`config.mk`:
```
export PLATFORM = sky130hd
export DESIGN_NAME = softmax_top
export DESIGN_NICKNAME = d
export VERILOG_FILES = /design/src/source/softmax_ctrl_pkg.sv /design/src/source/softmax_fixed_pkg.sv /design/src/source/exp_tile.sv /design/src/source/softmax_top.sv /design/src/source/sum_ln.sv /design/src/source/tile_buffer.sv
export VERILOG_INCLUDE_DIRS = /design/src /design/src/include
export SDC_FILE = /design/constraint.sdc
export NUM_CORES = 2
export LEC_CHECK = 0
export BUFFER_PORTS_ARGS = -buffer_cell sky130_fd_sc_hd__buf_2
export CAP_MARGIN = 20
export CORE_MARGIN = 3
export CORE_UTILIZATION = 55
export CTS_BUF_LIST = sky130_fd_sc_hd__clkbuf_8 sky130_fd_sc_hd__clkbuf_16
export DETAILED_ROUTE_END_ITERATION = 16
export GPL_TIMING_DRIVEN = 0
export HOLD_SLACK_MARGIN = 0.12
export PLACE_DENSITY = 0.72
export SYNTH_ARGS = -nofsm -noshare
export SYNTH_HDL_FRONTEND = slang
export SYNTH_SLANG_ARGS = --single-unit
```
`constraint.sdc`:
```
create_clock -name clk -period 45.6 [get_ports clk]
set_input_delay 2.28 -clock clk [delete_from_list [all_inputs] [get_ports clk]]
set_output_delay 2.28 -clock clk [all_outputs]
set_load 0.05 [all_outputs]
```
`src/include/softmax_cfg.svh`:
```
/* Vector and tile sizes plus Q16.16 constants shared by every stage.
   SM_TOTAL need not be a multiple of SM_TILE; the last tile is then padded */
`ifndef SOFTMAX_CFG_SVH
`define SOFTMAX_CFG_SVH

// Element format
`define SM_WIDTH 32                 // Bits per element
`define SM_FRAC  16                 // Fraction bits, Q16.16

// Vector geometry
`define SM_TOTAL 18                 // Elements per vector
`define SM_TILE  4                  // Lanes per tile
// Tiles per vector, rounded up
`define SM_DEPTH ((`SM_TOTAL + `SM_TILE - 1) / `SM_TILE)

// Fixed-point constants in Q16.16
`define SM_LOG2E 32'h00017154       // log2(e)
`define SM_LN2   32'h0000B172       // ln(2)

`endif

```
`src/source/softmax_ctrl_pkg.sv`:
```
/* Control encodings of the pass sequencer and the exp stage */
`include "softmax_cfg.svh"

package softmax_ctrl_pkg;

    // Pass sequencer states
    typedef enum logic [2:0] {
        ST_IDLE,                    // Waiting for start
        ST_LOAD,                    // Storing tiles, tracking max
        ST_SUM,                     // Summing exp(x - max), then draining
        ST_LN,                      // One cycle to register ln(sum)
        ST_OUT,                     // Streaming results
        ST_DONE                     // Done pulse cycle
    } seq_state_t;

    // What the exp stage subtracts before the exp
    typedef enum logic [1:0] {
        OP_NONE,
        OP_SUM,                     // x - max
        OP_OUT                      // x - max - ln(sum)
    } exp_op_t;

endpackage

```
`src/source/softmax_fixed_pkg.sv`:
```
/* Numeric types of the datapath. Lane 0 of a tile is the most significant
   word and holds the lowest element index */
`include "softmax_cfg.svh"

package softmax_fixed_pkg;

    // Sum of SM_TOTAL exp values, each at most 1.0
    localparam int SUM_W  = `SM_WIDTH + $clog2(`SM_TOTAL + 1);
    localparam int LANE_W = $clog2(`SM_TILE + 1);
    // Keep at least one address bit for a single-tile vector
    localparam int ADDR_W = $clog2((`SM_DEPTH > 1) ? `SM_DEPTH : 2);

    // Signed Q16.16 element
    typedef logic signed [`SM_WIDTH-1:0] elem_t;

    // One tile, lane 0 in the top word
    typedef logic [0:`SM_TILE-1][`SM_WIDTH-1:0] tile_t;

    // Unsigned Q16.16 accumulator with headroom for the whole vector
    typedef logic [SUM_W-1:0] sum_t;

    // Count of valid lanes, 0 to SM_TILE
    typedef logic [LANE_W-1:0] lane_cnt_t;

    // Tile buffer address
    typedef logic [ADDR_W-1:0] tile_addr_t;

endpackage

```
`src/source/exp_tile.sv`:
```
/* Inputs must keep x - offset inside the Q16.16 range; positive differences
   saturate at 1.0. Result registered one cycle after in_valid */
`timescale 1ns/1ps
`include "softmax_cfg.svh"

module exp_tile (
    input  logic                         clk,
    input  logic                         rst_n,
    input  softmax_ctrl_pkg::exp_op_t    op,         // Arrives with in_valid
    input  softmax_fixed_pkg::tile_t     in_tile,
    input  logic                         in_valid,
    input  logic                         last,       // in_tile is the last tile
    input  softmax_fixed_pkg::elem_t     max_val,
    input  softmax_fixed_pkg::elem_t     ln_val,
    input  softmax_fixed_pkg::lane_cnt_t last_lanes,
    output softmax_fixed_pkg::tile_t     exp_tile_q,
    output logic                         exp_valid
);
    import softmax_fixed_pkg::*;
    import softmax_ctrl_pkg::*;

    localparam elem_t ONE = elem_t'(1 << `SM_FRAC);

    elem_t offset;                  // Value subtracted from every lane
    elem_t diff;
    tile_t exp_d;

    // exp(x) = 2^(x*log2e), split into integer shift and linear fraction
    function automatic elem_t exp_q(input elem_t x);
        logic signed [63:0] prod;
        logic signed [47:0] t;
        logic signed [31:0] n;
        logic [31:0]        mant;
        prod = x * $signed({1'b0, `SM_LOG2E});
        t    = 48'(prod >>> `SM_FRAC);                   // Floor, base-2 exponent
        n    = 32'(t >>> `SM_FRAC);                      // Integer part, <= 0
        mant = 32'(ONE) + 32'(t[`SM_FRAC-1:0]);          // 1 + f, linear 2^f
        if (x >= 0) begin
            return ONE;                                  // Positive inputs saturate at one
        end
        if (-n >= 32) begin
            return '0;
        end
        return elem_t'(mant >> (-n));
    endfunction

    always_comb begin
        offset = (op == OP_OUT) ? max_val + ln_val : max_val;
        for (int i = 0; i < `SM_TILE; i++) begin
            diff = elem_t'(in_tile[i]) - offset;
            // Padding of the last tile stays zero in both passes
            if (last && i >= int'(last_lanes)) begin
                exp_d[i] = '0;
            end else begin
                exp_d[i] = exp_q(diff);
            end
        end
    end

    always_ff @(posedge clk) begin
        if (in_valid) begin
            exp_tile_q <= exp_d;
        end
    end

    always_ff @(posedge clk) begin
        if (!rst_n) begin
            exp_valid <= 1'b0;
        end else begin
            exp_valid <= in_valid;
        end
    end

    // The sequencer delays op with each read, so every returned tile has an op
    a_op_with_data: assert property (@(posedge clk) disable iff (!rst_n)
        in_valid |-> op != OP_NONE);

endmodule

```
`src/source/softmax_top.sv`:
```
/* The sink must take one output tile per cycle as there is no back-pressure.
   Input tiles are taken only in the load pass and tile_in_valid is ignored otherwise */
`timescale 1ns/1ps
`include "softmax_cfg.svh"

module softmax_top (
    input  logic                     clk,
    input  logic                     rst_n,
    input  logic                     start,
    input  softmax_fixed_pkg::tile_t tile_in,
    input  logic                     tile_in_valid,
    output softmax_fixed_pkg::tile_t tile_out,
    output logic                     tile_out_valid,
    output logic                     done
);
    import softmax_fixed_pkg::*;
    import softmax_ctrl_pkg::*;

    localparam tile_addr_t LAST_ADDR = tile_addr_t'(`SM_DEPTH - 1);

    seq_state_t state;
    tile_addr_t tile_cnt;           // Counts loaded tiles and later serves as read address
    logic [1:0] drain_cnt;          // 0 while issuing reads
    exp_op_t    op_q;               // Op of the read in flight
    logic       last_q;             // Read in flight is the last tile
    logic       go, clear, wr_en, rd_en, ln_go, accumulate;
    logic       issue_last;

    tile_t      rd_tile, exp_tile_q;
    logic       rd_valid, exp_valid;
    elem_t      max_val, ln_val;
    lane_cnt_t  last_lanes;

    assign go         = start && (state == ST_IDLE || state == ST_DONE);
    assign clear      = go;                                     // Fresh max and sum
    assign wr_en      = tile_in_valid && state == ST_LOAD;
    assign rd_en      = (state == ST_SUM || state == ST_OUT) && drain_cnt == 2'd0;
    assign issue_last = rd_en && tile_cnt == LAST_ADDR;
    assign accumulate = (state == ST_SUM);
    assign ln_go      = (state == ST_LN);

    assign tile_out       = exp_tile_q;
    assign tile_out_valid = exp_valid && state == ST_OUT;

    always_ff @(posedge clk) begin
        if (!rst_n) begin
            state     <= ST_IDLE;
            tile_cnt  <= '0;
            drain_cnt <= '0;
            done      <= 1'b0;
        end else begin
            done <= 1'b0;
            case (state)
                ST_IDLE, ST_DONE: begin
                    state    <= go ? ST_LOAD : ST_IDLE;
                    tile_cnt <= '0;
                end
                ST_LOAD: if (wr_en) begin
                    tile_cnt <= (tile_cnt == LAST_ADDR) ? '0 : tile_cnt + 1'b1;
                    if (tile_cnt == LAST_ADDR) begin
                        state <= ST_SUM;                        // Max settles this edge
                    end
                end
                ST_SUM, ST_OUT: begin
                    if (rd_en) begin
                        tile_cnt  <= issue_last ? '0 : tile_cnt + 1'b1;
                        drain_cnt <= issue_last ? 2'd1 : 2'd0;
                    end else if (drain_cnt == 2'd2) begin
                        drain_cnt <= '0;                        // Last tile through exp
                        state     <= (state == ST_SUM) ? ST_LN : ST_DONE;
                        done      <= (state == ST_OUT);
                    end else begin
                        drain_cnt <= drain_cnt + 1'b1;
                    end
                end
                ST_LN:   state <= ST_OUT;                       // ln_val ready next cycle
                default: state <= ST_IDLE;
            endcase
        end
    end

    // Op and last flag ride one cycle behind the read alongside rd_valid
    always_ff @(posedge clk) begin
        if (!rst_n) begin
            op_q   <= OP_NONE;
            last_q <= 1'b0;
        end else begin
            op_q   <= !rd_en ? OP_NONE : (state == ST_OUT) ? OP_OUT : OP_SUM;
            last_q <= issue_last;
        end
    end

    tile_buffer u_buf (
        .clk(clk), .rst_n(rst_n), .clear(clear), .wr_en(wr_en), .rd_en(rd_en),
        .wr_tile(tile_in), .rd_addr(tile_cnt), .rd_tile(rd_tile), .rd_valid(rd_valid),
        .max_val(max_val), .last_lanes(last_lanes), .full()
    );

    exp_tile u_exp (
        .clk(clk), .rst_n(rst_n), .op(op_q), .in_tile(rd_tile), .in_valid(rd_valid),
        .last(last_q), .max_val(max_val), .ln_val(ln_val), .last_lanes(last_lanes),
        .exp_tile_q(exp_tile_q), .exp_valid(exp_valid)
    );

    sum_ln u_sum (
        .clk(clk), .rst_n(rst_n), .clear(clear), .accumulate(accumulate),
        .exp_tile_q(exp_tile_q), .exp_valid(exp_valid), .ln_go(ln_go), .ln_val(ln_val)
    );

endmodule

```
`src/source/sum_ln.sv`:
```
/* Lanes are taken as unsigned, so exp tiles must be nonnegative.
   ln_val is valid the cycle after ln_go and holds until the next ln_go */
`timescale 1ns/1ps
`include "softmax_cfg.svh"

module sum_ln (
    input  logic                     clk,
    input  logic                     rst_n,
    input  logic                     clear,          // Start of a new vector
    input  logic                     accumulate,     // Sum pass active
    input  softmax_fixed_pkg::tile_t exp_tile_q,
    input  logic                     exp_valid,
    input  logic                     ln_go,
    output softmax_fixed_pkg::elem_t ln_val
);
    import softmax_fixed_pkg::*;

    sum_t tile_sum;                 // Lane total of the current tile
    sum_t acc;

    // ln(s) = k*ln2 + ln(m), with ln(m) taken as linear in the mantissa
    function automatic elem_t ln_q(input sum_t s);
        int                 p;
        logic [63:0]        norm;
        logic signed [63:0] kk;
        logic signed [63:0] lin;
        logic signed [63:0] prod;
        p = -1;
        for (int b = 0; b < SUM_W; b++) begin
            if (s[b]) begin
                p = b;                          // Leading one
            end
        end
        if (p < 0) begin
            return '0;
        end
        // Bring the leading one to bit SM_FRAC
        if (p >= `SM_FRAC) begin
            norm = 64'(s) >> (p - `SM_FRAC);
        end else begin
            norm = 64'(s) << (`SM_FRAC - p);
        end
        kk   = p - `SM_FRAC;
        lin  = (kk <<< `SM_FRAC) + $signed({48'd0, norm[`SM_FRAC-1:0]});
        prod = lin * $signed({1'b0, `SM_LN2});
        return elem_t'(prod >>> `SM_FRAC);     // Floor
    endfunction

    always_comb begin
        tile_sum = '0;
        for (int i = 0; i < `SM_TILE; i++) begin
            tile_sum = tile_sum + sum_t'(exp_tile_q[i]);
        end
    end

    always_ff @(posedge clk) begin
        if (!rst_n || clear) begin
            acc <= '0;
        end else if (accumulate && exp_valid) begin
            acc <= acc + tile_sum;
        end
    end

    always_ff @(posedge clk) begin
        if (ln_go) begin
            ln_val <= ln_q(acc);
        end
    end

    // The max element alone contributes 1.0, so a zero sum means a lost pass
    a_sum_nonzero: assert property (@(posedge clk) disable iff (!rst_n) ln_go |-> acc != '0);

endmodule

```
`src/source/tile_buffer.sv`:
```
/* Tiles must be written in order, SM_DEPTH per vector; padded lanes of the last
   tile never reach the max. Reads return one cycle after rd_en */
`timescale 1ns/1ps
`include "softmax_cfg.svh"

module tile_buffer (
    input  logic                          clk,
    input  logic                          rst_n,
    input  logic                          clear,      // New vector, restart writes and max
    input  logic                          wr_en,
    input  logic                          rd_en,
    input  softmax_fixed_pkg::tile_t      wr_tile,
    input  softmax_fixed_pkg::tile_addr_t rd_addr,
    output softmax_fixed_pkg::tile_t      rd_tile,
    output logic                          rd_valid,
    output softmax_fixed_pkg::elem_t      max_val,
    output softmax_fixed_pkg::lane_cnt_t  last_lanes,
    output logic                          full        // All tiles of the vector stored
);
    import softmax_fixed_pkg::*;

    localparam int    LAST_N   = `SM_TOTAL - (`SM_DEPTH - 1) * `SM_TILE;
    localparam elem_t MOST_NEG = {1'b1, {(`SM_WIDTH-1){1'b0}}};

    tile_t      mem [`SM_DEPTH];    // Tile storage
    tile_addr_t wr_addr;
    logic       wr_last;            // This write completes the vector
    lane_cnt_t  wr_lanes;           // Lanes of the incoming tile that count
    elem_t      lane_v;
    elem_t      max_d;

    assign last_lanes = lane_cnt_t'(LAST_N);
    assign wr_last    = (wr_addr == tile_addr_t'(`SM_DEPTH - 1));
    assign wr_lanes   = wr_last ? last_lanes : lane_cnt_t'(`SM_TILE);

    // Fold the valid lanes into the running max
    always_comb begin
        max_d = max_val;
        for (int i = 0; i < `SM_TILE; i++) begin
            lane_v = elem_t'(wr_tile[i]);
            if (i < int'(wr_lanes) && lane_v > max_d) begin
                max_d = lane_v;
            end
        end
    end

    always_ff @(posedge clk) begin
        if (!rst_n || clear) begin
            wr_addr <= '0;
            max_val <= MOST_NEG;        // Any element beats this
            full    <= 1'b0;
        end else if (wr_en) begin
            wr_addr <= wr_last ? '0 : wr_addr + 1'b1;
            max_val <= max_d;           // Visible the cycle after the write
            full    <= wr_last;
        end
    end

    always_ff @(posedge clk) begin
        if (wr_en) begin
            mem[wr_addr] <= wr_tile;
        end
        if (rd_en) begin
            rd_tile <= mem[rd_addr];
        end
    end

    always_ff @(posedge clk) begin
        if (!rst_n) begin
            rd_valid <= 1'b0;
        end else begin
            rd_valid <= rd_en;
        end
    end

    // Loading must stop once the vector is complete
    a_no_write_full: assert property (@(posedge clk) disable iff (!rst_n) wr_en |-> !full);

endmodule

```
Yosys cells after proc, flatten, opt, wreduce, memory -nomap -nowiden
Memory sizes are Yosys's and may differ from the RTL's. A register that Yosys moved wholly into a read port is not among the register bits.
Index checks and enable logic that the tools add are counted.
{"block": "totals", "mem_bits_rw": 640, "output_inout_bits": 130, "word_cells": 212, "regBits": 246, "mem_count": 1}
{"block": "classes", "n_bitwise": 3, "n_mul": 5, "n_eq_ne": 14, "n_lt_le_gt_ge": 18, "addsub": 24, "shift": 6, "n_mux": 102, "n_reduce_logical": 23}
{"name": "u_buf.mem", "depth": 5, "word_bits": 128, "read_ports": 1, "rd_ports_with_merged_regs": 1, "write_ports": 1, "line_no": "tile_buffer.sv:25", "source": "tile_t mem [`SM_DEPTH];"}
{"op": "two-way mux 32 bit", "n": 61}
{"op": "multiplier 32 x 16 -> 48 bit, second input constant", "n": 4}
{"op": "greater-or-equal comparator 32 x 1 -> 1 bit, second input constant", "n": 4}
{"op": "greater-or-equal comparator 32 x 7 -> 1 bit, second input constant", "n": 4}
{"op": "> comparator 32 bit", "n": 4}
{"op": "negator 32 bit", "n": 4}
{"op": ">> shifter 32 x 32 -> 32 bit", "n": 4}
{"op": "subtractor 32 bit", "n": 4}
{"op": "adder 37 x 32 -> 37 bit", "n": 2}
{"op": "adder 17 x 16 -> 18 bit, first input constant", "n": 4}
{"op": "adder 64 x 17 -> 64 bit", "n": 1}
{"op": "multiplier 64 x 16 -> 47 bit, second input constant", "n": 1}
{"op": "two-way mux 16 bit", "n": 3}
{"op": "adder 37 bit", "n": 1}
{"op": "left shift 37 x 32 -> 16 bit", "n": 1}
{"op": ">> shifter 37 x 32 -> 16 bit", "n": 1}
{"op": "adder 32 x 32 -> 33 bit", "n": 1}
{"op": "two-way mux 3 bit", "n": 11}
{"op": "subtractor 32 x 6 -> 33 bit, second input constant", "n": 1}
{"op": "adder 32 bit", "n": 1}
{"op": "greater-or-equal comparator 32 x 6 -> 1 bit, second input constant", "n": 1}
{"op": "less-than comparator 32 x 1 -> 1 bit, second input constant", "n": 1}
{"op": "subtractor 32 x 6 -> 32 bit, second input constant", "n": 1}
{"op": "subtractor 6 x 32 -> 32 bit, first input constant", "n": 1}
{"op": "other kinds (26)", "n": 74}

Logic depth before layout (Yosys ltp)
{"block": "logic_depth", "ltp_word": 46, "ltp_mapped": 71, "mapped_depth_nobuf": 65}

Cells and area by module
A second synthesis with hierarchy kept.
{"block": "hier_totals", "cells_unflattened": 10065, "hier_area_um2": 105676.4}
{"mod": "exp_tile", "seq_area_each_um2": 2062.0, "n_inst": 1, "cells_per_inst": 6078, "area_per_inst_um2": 52571.7}
{"mod": "tile_buffer", "seq_area_each_um2": 23802.8, "n_inst": 1, "cells_per_inst": 1848, "area_per_inst_um2": 33510.9}
{"mod": "sum_ln", "seq_area_each_um2": 1701.6, "n_inst": 1, "cells_per_inst": 2062, "area_per_inst_um2": 18938.2}
{"mod": "softmax_top", "seq_area_each_um2": 240.2, "n_inst": 1, "cells_per_inst": 77, "area_per_inst_um2": 655.6}

Worst setup path after synthesis
OpenSTA, ideal clock, no wires.
{"block": "synth_timing", "path_kind": "input-to-reg", "from": "input port tile_in_valid", "to": "memory u_buf.mem[4][0] (netlist bit) (enable)", "stages": 4, "n_path_buf": 1, "setup_slack_ps": 28662, "setup_ps": 974, "required_time_ps": 44626, "t_arrival_ps": 15964, "path_cell_list": "nor2b_1 -> nand2_1 -> clkbuf_1 -> nor4b_1"}
{"block": "synth_between", "elab_chain_len": 3}
{"element": "start, declared", "line_no": "softmax_top.sv:11", "source": "input logic tile_in_valid,"}
{"element": "logical AND 1 bit", "line_no": "softmax_top.sv:36", "source": "assign wr_en = tile_in_valid && state == ST_LOAD;"}
{"element": "two-way mux 1 bit", "line_no": "tile_buffer.sv:60", "source": "if (wr_en) begin"}
{"element": "two-way mux 1 bit (implied by the code)", "line_no": "tile_buffer.sv:61", "source": "mem[wr_addr] <= wr_tile;"}
{"element": "end, declared", "line_no": "tile_buffer.sv:25"}
Every way passes these cells.

Worst setup path after layout
{"block": "layout_timing", "from": "register u_buf.max_val[0]", "to": "register u_exp.exp_tile_q[109] (netlist bit) (data pin)"}
{"block": "layout_between", "elab_chain_len": 10, "word_cells_on_any_way": 15, "cone_classes": "add/sub: 4; mul: 1; order compare: 2; shift: 1; mux: 7"}
{"element": "start, declared", "line_no": "tile_buffer.sv:16", "source": "output softmax_fixed_pkg::elem_t max_val,"}
{"element": "start signal, assigned", "line_no": "tile_buffer.sv:54", "source": "max_val <= max_d;"}
{"element": "adder 32 bit", "line_no": "exp_tile.sv:48", "source": "offset = (op == OP_OUT) ? max_val + ln_val : max_val;"}
{"element": "two-way mux 32 bit (*)", "line_no": "exp_tile.sv:48"}
{"element": "subtractor 32 bit (*)", "line_no": "exp_tile.sv:50", "source": "diff = elem_t'(in_tile[i]) - offset;"}
{"element": "multiplier 32 x 16 -> 48 bit", "line_no": "exp_tile.sv:34", "source": "prod = x * $signed({1'b0, `SM_LOG2E});"}
{"element": "negator 32 bit", "line_no": "exp_tile.sv:41, exp_tile.sv:44"}
{"element": "greater-or-equal comparator 32 x 7 -> 1 bit", "line_no": "exp_tile.sv:41", "source": "if (-n >= 32) begin"}
{"element": "two-way mux 1 bit (2 in a row)", "line_no": "exp_tile.sv:41"}
{"element": "two-way mux 32 bit", "line_no": "exp_tile.sv:44", "source": "return elem_t'(mant >> (-n));"}
{"element": "two-way mux 32 bit (*)", "line_no": "exp_tile.sv:41"}
{"element": "end signal, assigned", "line_no": "exp_tile.sv:62", "source": "exp_tile_q <= exp_d;"}
{"element": "end, declared", "line_no": "exp_tile.sv:16", "source": "output softmax_fixed_pkg::tile_t exp_tile_q,"}
Mark *: on every way between the ends. The rest lies on a longest branch, timed or not. The select of a mux whose other input is x is not followed.
A chain may end at the register's enable or synchronous reset.

==> summary.txt <==
Yosys
  – Synth cell count leaders: inv_1, ha_1, fa_1
  – Mux cell area share after synthesis: 0.0686
  – Number of flops mapped to enable cells by yosys: 868
  – Largest family of logic cells by synthesized area: adder cells
  – Post-synth top area share: 0.255
  – Async SR Flop Fraction: 0
  – Synthesized instance count: 9,601
  – Post-synthesis instance area: 102,000 µm²
  – Ys Warns: 0
  – Mapped Avg Cell Area: 10.6 µm²
  – Synth Area in Adders: 0.362
  – Main synth FF type: edfxtp_1
  – Fraction of the yosys area taken by sequential cells: 0.272
  – Post-synthesis compound-gate area fraction: 0.0981
  – FF+latch count, synth: 954
  – Post-synthesis xor/xnor area fraction: 0.0369
  – Synth top area cells: edfxtp_1, fa_1, ha_1
  – Area leader, netlist: edfxtp_1
  – Synth Area in Simple Gates: 0.0837
  – Most frequent cell after synthesis: inv_1
  – Synth cell types: 119

Clock network
  – Cts bufs inserted: 96
  – Insertion delay to the later sink of the worst-skew pair: 0.75 ns
  – Post_cts resized: 0
  – H-Tree Depth: 3
  – Clk slew on worst S/H paths: 0.06 ns
  – CTS root buf: clkbuf_16
  – Clk sink count: 954
  – CTS Buffer Depth: 3
  – Setup bufs post-CTS: 0
  – Post-CTS Hold Buffers: 0
  – CTS tree: built

STA
  – PnR worst setup slack: 28.78 ns
  – Min Tclk post-route: 16.82 ns
  – Setup Total Neg Slack: 0 ns
  – Layout Skew: 0.0421 ns
  – Final Cycle Share: 0.369
  – Final Hold Viols: 0
  – Slew Limit Fails: 0
  – RSZ-0062 raised after global routing: false
  – Final setup fails: 0
  – Slew HR: 0.221
  – Actual slew at the worst max-slew pin: 1.16 ns
  – Fmax: 59.4 MHz

Cells and area
  – P&R area growth vs syn: 9.29%
  – Multi-input gate area: 66,700 µm²
  – Fraction of layout cells with a size suffix above 1: 0.104
  – Register area: 27,800 µm²
  – Fin nets: 12.7k
  – Cell Count, Final, Fillers Out: 12.8k
  – Filler cells: 15.0k

Drt
  – Pre-antenna DRT Iters: 6
  – DR vias: 74.0k
  – Drc violations: 0
  – WL/cell: 23.0 µm
  – Vias per std cell: 5.80
  – ANT nets after route: 0
  – Final wirelength: 294,000 µm
  – 1st-iter DRT viols: 6,085

Floorplan
  – Die X: 437 µm
  – Core Area: 184,000 µm²
  – Die area: 191,000 µm²
  – Die Ht: 437 µm
  – Initial Util: 0.555
  – Num ports: 262
  – Row count: 157

Global routing
  – Number of global-route vias before repair: 75.3k
  – Gr usage total: 0.307
  – Initial antenna violation count: 55
  – First-pass GRT wire length: 448,000 µm
  – Grt ovf: 0
  – Pin count of the biggest net entering global routing: 62

Place
  – GP Congestion: 0.973
  – Port Buffers: 201
  – Post-DP HPWL: 246,000 µm
  – DP Cell Count: 12.5k
  – Pre-CTS setup slack: 28.93 ns

Worst setup path
  – Max incr delay on CP: 0.83 ns
  – Startpoint types: flip-flop
  – Worst-case reg-to-reg path depth: 53
  – Critical Path RT: 46.00 ns
  – R2R Setup Slk: 28.78 ns
  – Worst Setup SP: u_buf.max_val[0]$_SDFFE_PP0P_
  – Crit Reg-Reg Startpoint: u_buf.max_val[0]$_SDFFE_PP0P_
  – CP dominant cell by count: a21oi_1
  – Critical-path maximum fanout: 11
  – Slowest cell on the critical path: xnor2_1
  – Worst EP arrival: 17.22 ns
  – Setup crit end kind: flip-flop
  – Setup CP Type: reg2reg

Hold path
  – Hold/Removal Path Class: reg2reg
  – Hold Path Cell Cnt: 1
  – Min-delay src: u_buf.mem[4][0]$_DFFE_PP_

Job
  – Max-cap violations: 0

Status
  – Outcome: completed
[critical path, delay by kind of cell (launching register included)]
family / cells / cell delay (ns)
AO/OA/AOI/OAI: 22 / 5.03
XOR/XNOR: 3 / 1.35
adder cells (fa/ha/maj): 10 / 4.02
buffers and inverters: 6 / 1.28
AND/OR/NAND/NOR: 12 / 4.37
flip-flops: 1 / 0.41
[worst paths after layout]
path,end
setup reg to reg,u_exp.exp_tile_q[109]$_SDFFCE_PP0P_
setup / recovery,u_exp.exp_tile_q[109]$_SDFFCE_PP0P_
hold reg to reg,u_buf.rd_tile[0]$_DFFE_PP_
hold / removal,u_buf.rd_tile[0]$_DFFE_PP_
[area by class of cell]
class | count | area share
diodes | 42 | 0.000943
well taps | 2464 | 0.0277
clock buffers | 100 | 0.0222
plain buffers | 302 | 0.0128
multi-input cells | 6660 | 0.598
inverters | 1745 | 0.0587
clock inverters | 75 | 0.00581
flip-flops and latches | 954 | 0.249
repair buffers | 409 | 0.0247
[logic make-up after synthesis]
| kind of cell | after synthesis |
|---|---|
| muxes | 514 |
| xor gates and xnor gates | 426 |
| other | 1 |
| DFF | 954 |
| adders and majority gates | 2372 |
| and+or+nand+nor | 1757 |
| AOI/OAI and AO/OA | 1530 |
| buffers and inverters | 2047 |
[sequential cells by signal, indices dropped and copies added (netlist names)]
name and count:
u_buf.max_val 32, u_buf.rd_tile 128, u_exp.exp_tile_q 68, u_buf.wr_addr 3
last_q 1, u_exp.exp_valid 1, drain_cnt 2, done 1
state 3, u_sum.acc 37, tile_cnt 3, u_sum.ln_val 32
u_buf.mem 640, op_q 2, u_buf.rd_valid 1
[placed cells by master, fill, tap and decap left out, drive strengths merged, types with 93 or more instances in the layout]
| cell type | netlist | final |
|---|---|---|
| a21o | 151 | 151 |
| a21oi | 460 | 460 |
| buf | 113 | 522 |
| clkbuf | 189 | 289 |
| edfxtp | 868 | 868 |
| fa | 969 | 969 |
| ha | 1400 | 1400 |
| inv | 1745 | 1770 |
| mux2 | 173 | 173 |
| mux2i | 210 | 210 |
| mux4 | 131 | 131 |
| nand2 | 483 | 483 |
| nand3 | 111 | 111 |
| nor2 | 450 | 450 |
| nor2b | 93 | 93 |
| nor3 | 163 | 163 |
| o21ai | 305 | 305 |
| xnor2 | 285 | 285 |
| xor2 | 139 | 139 |
[through the flow]
stage	utilization	instance area [µm²]	hold WS, ns
after global routing	0.607	111000	0.535
after floorplan	-	102000	0.472
after CTS	0.605	111000	0.505
after detailed placement	0.588	108000	0.530
after global placement	0.579	106000	0.505
final	0.607	111000	0.511
[routing by layer]
| metal | up-vias | share of wire | wire (µm) | GRT usage |
|---|---|---|---|---|
| li1 | 34004 | - | - | - |
| met4 | 10 | 0.053 | 15700 | 0.139 |
| met5 | - | 0.00021 | 63 | 0 |
| met3 | 584 | 0.071 | 20900 | 0.0504 |
| met2 | 2733 | 0.46 | 135000 | 0.496 |
| met1 | 36659 | 0.41 | 122000 | 0.409 |
Power is left out: the tool's default activity adds up to more than one toggle a clock period on the data nets, which glitch-free logic cannot reach.
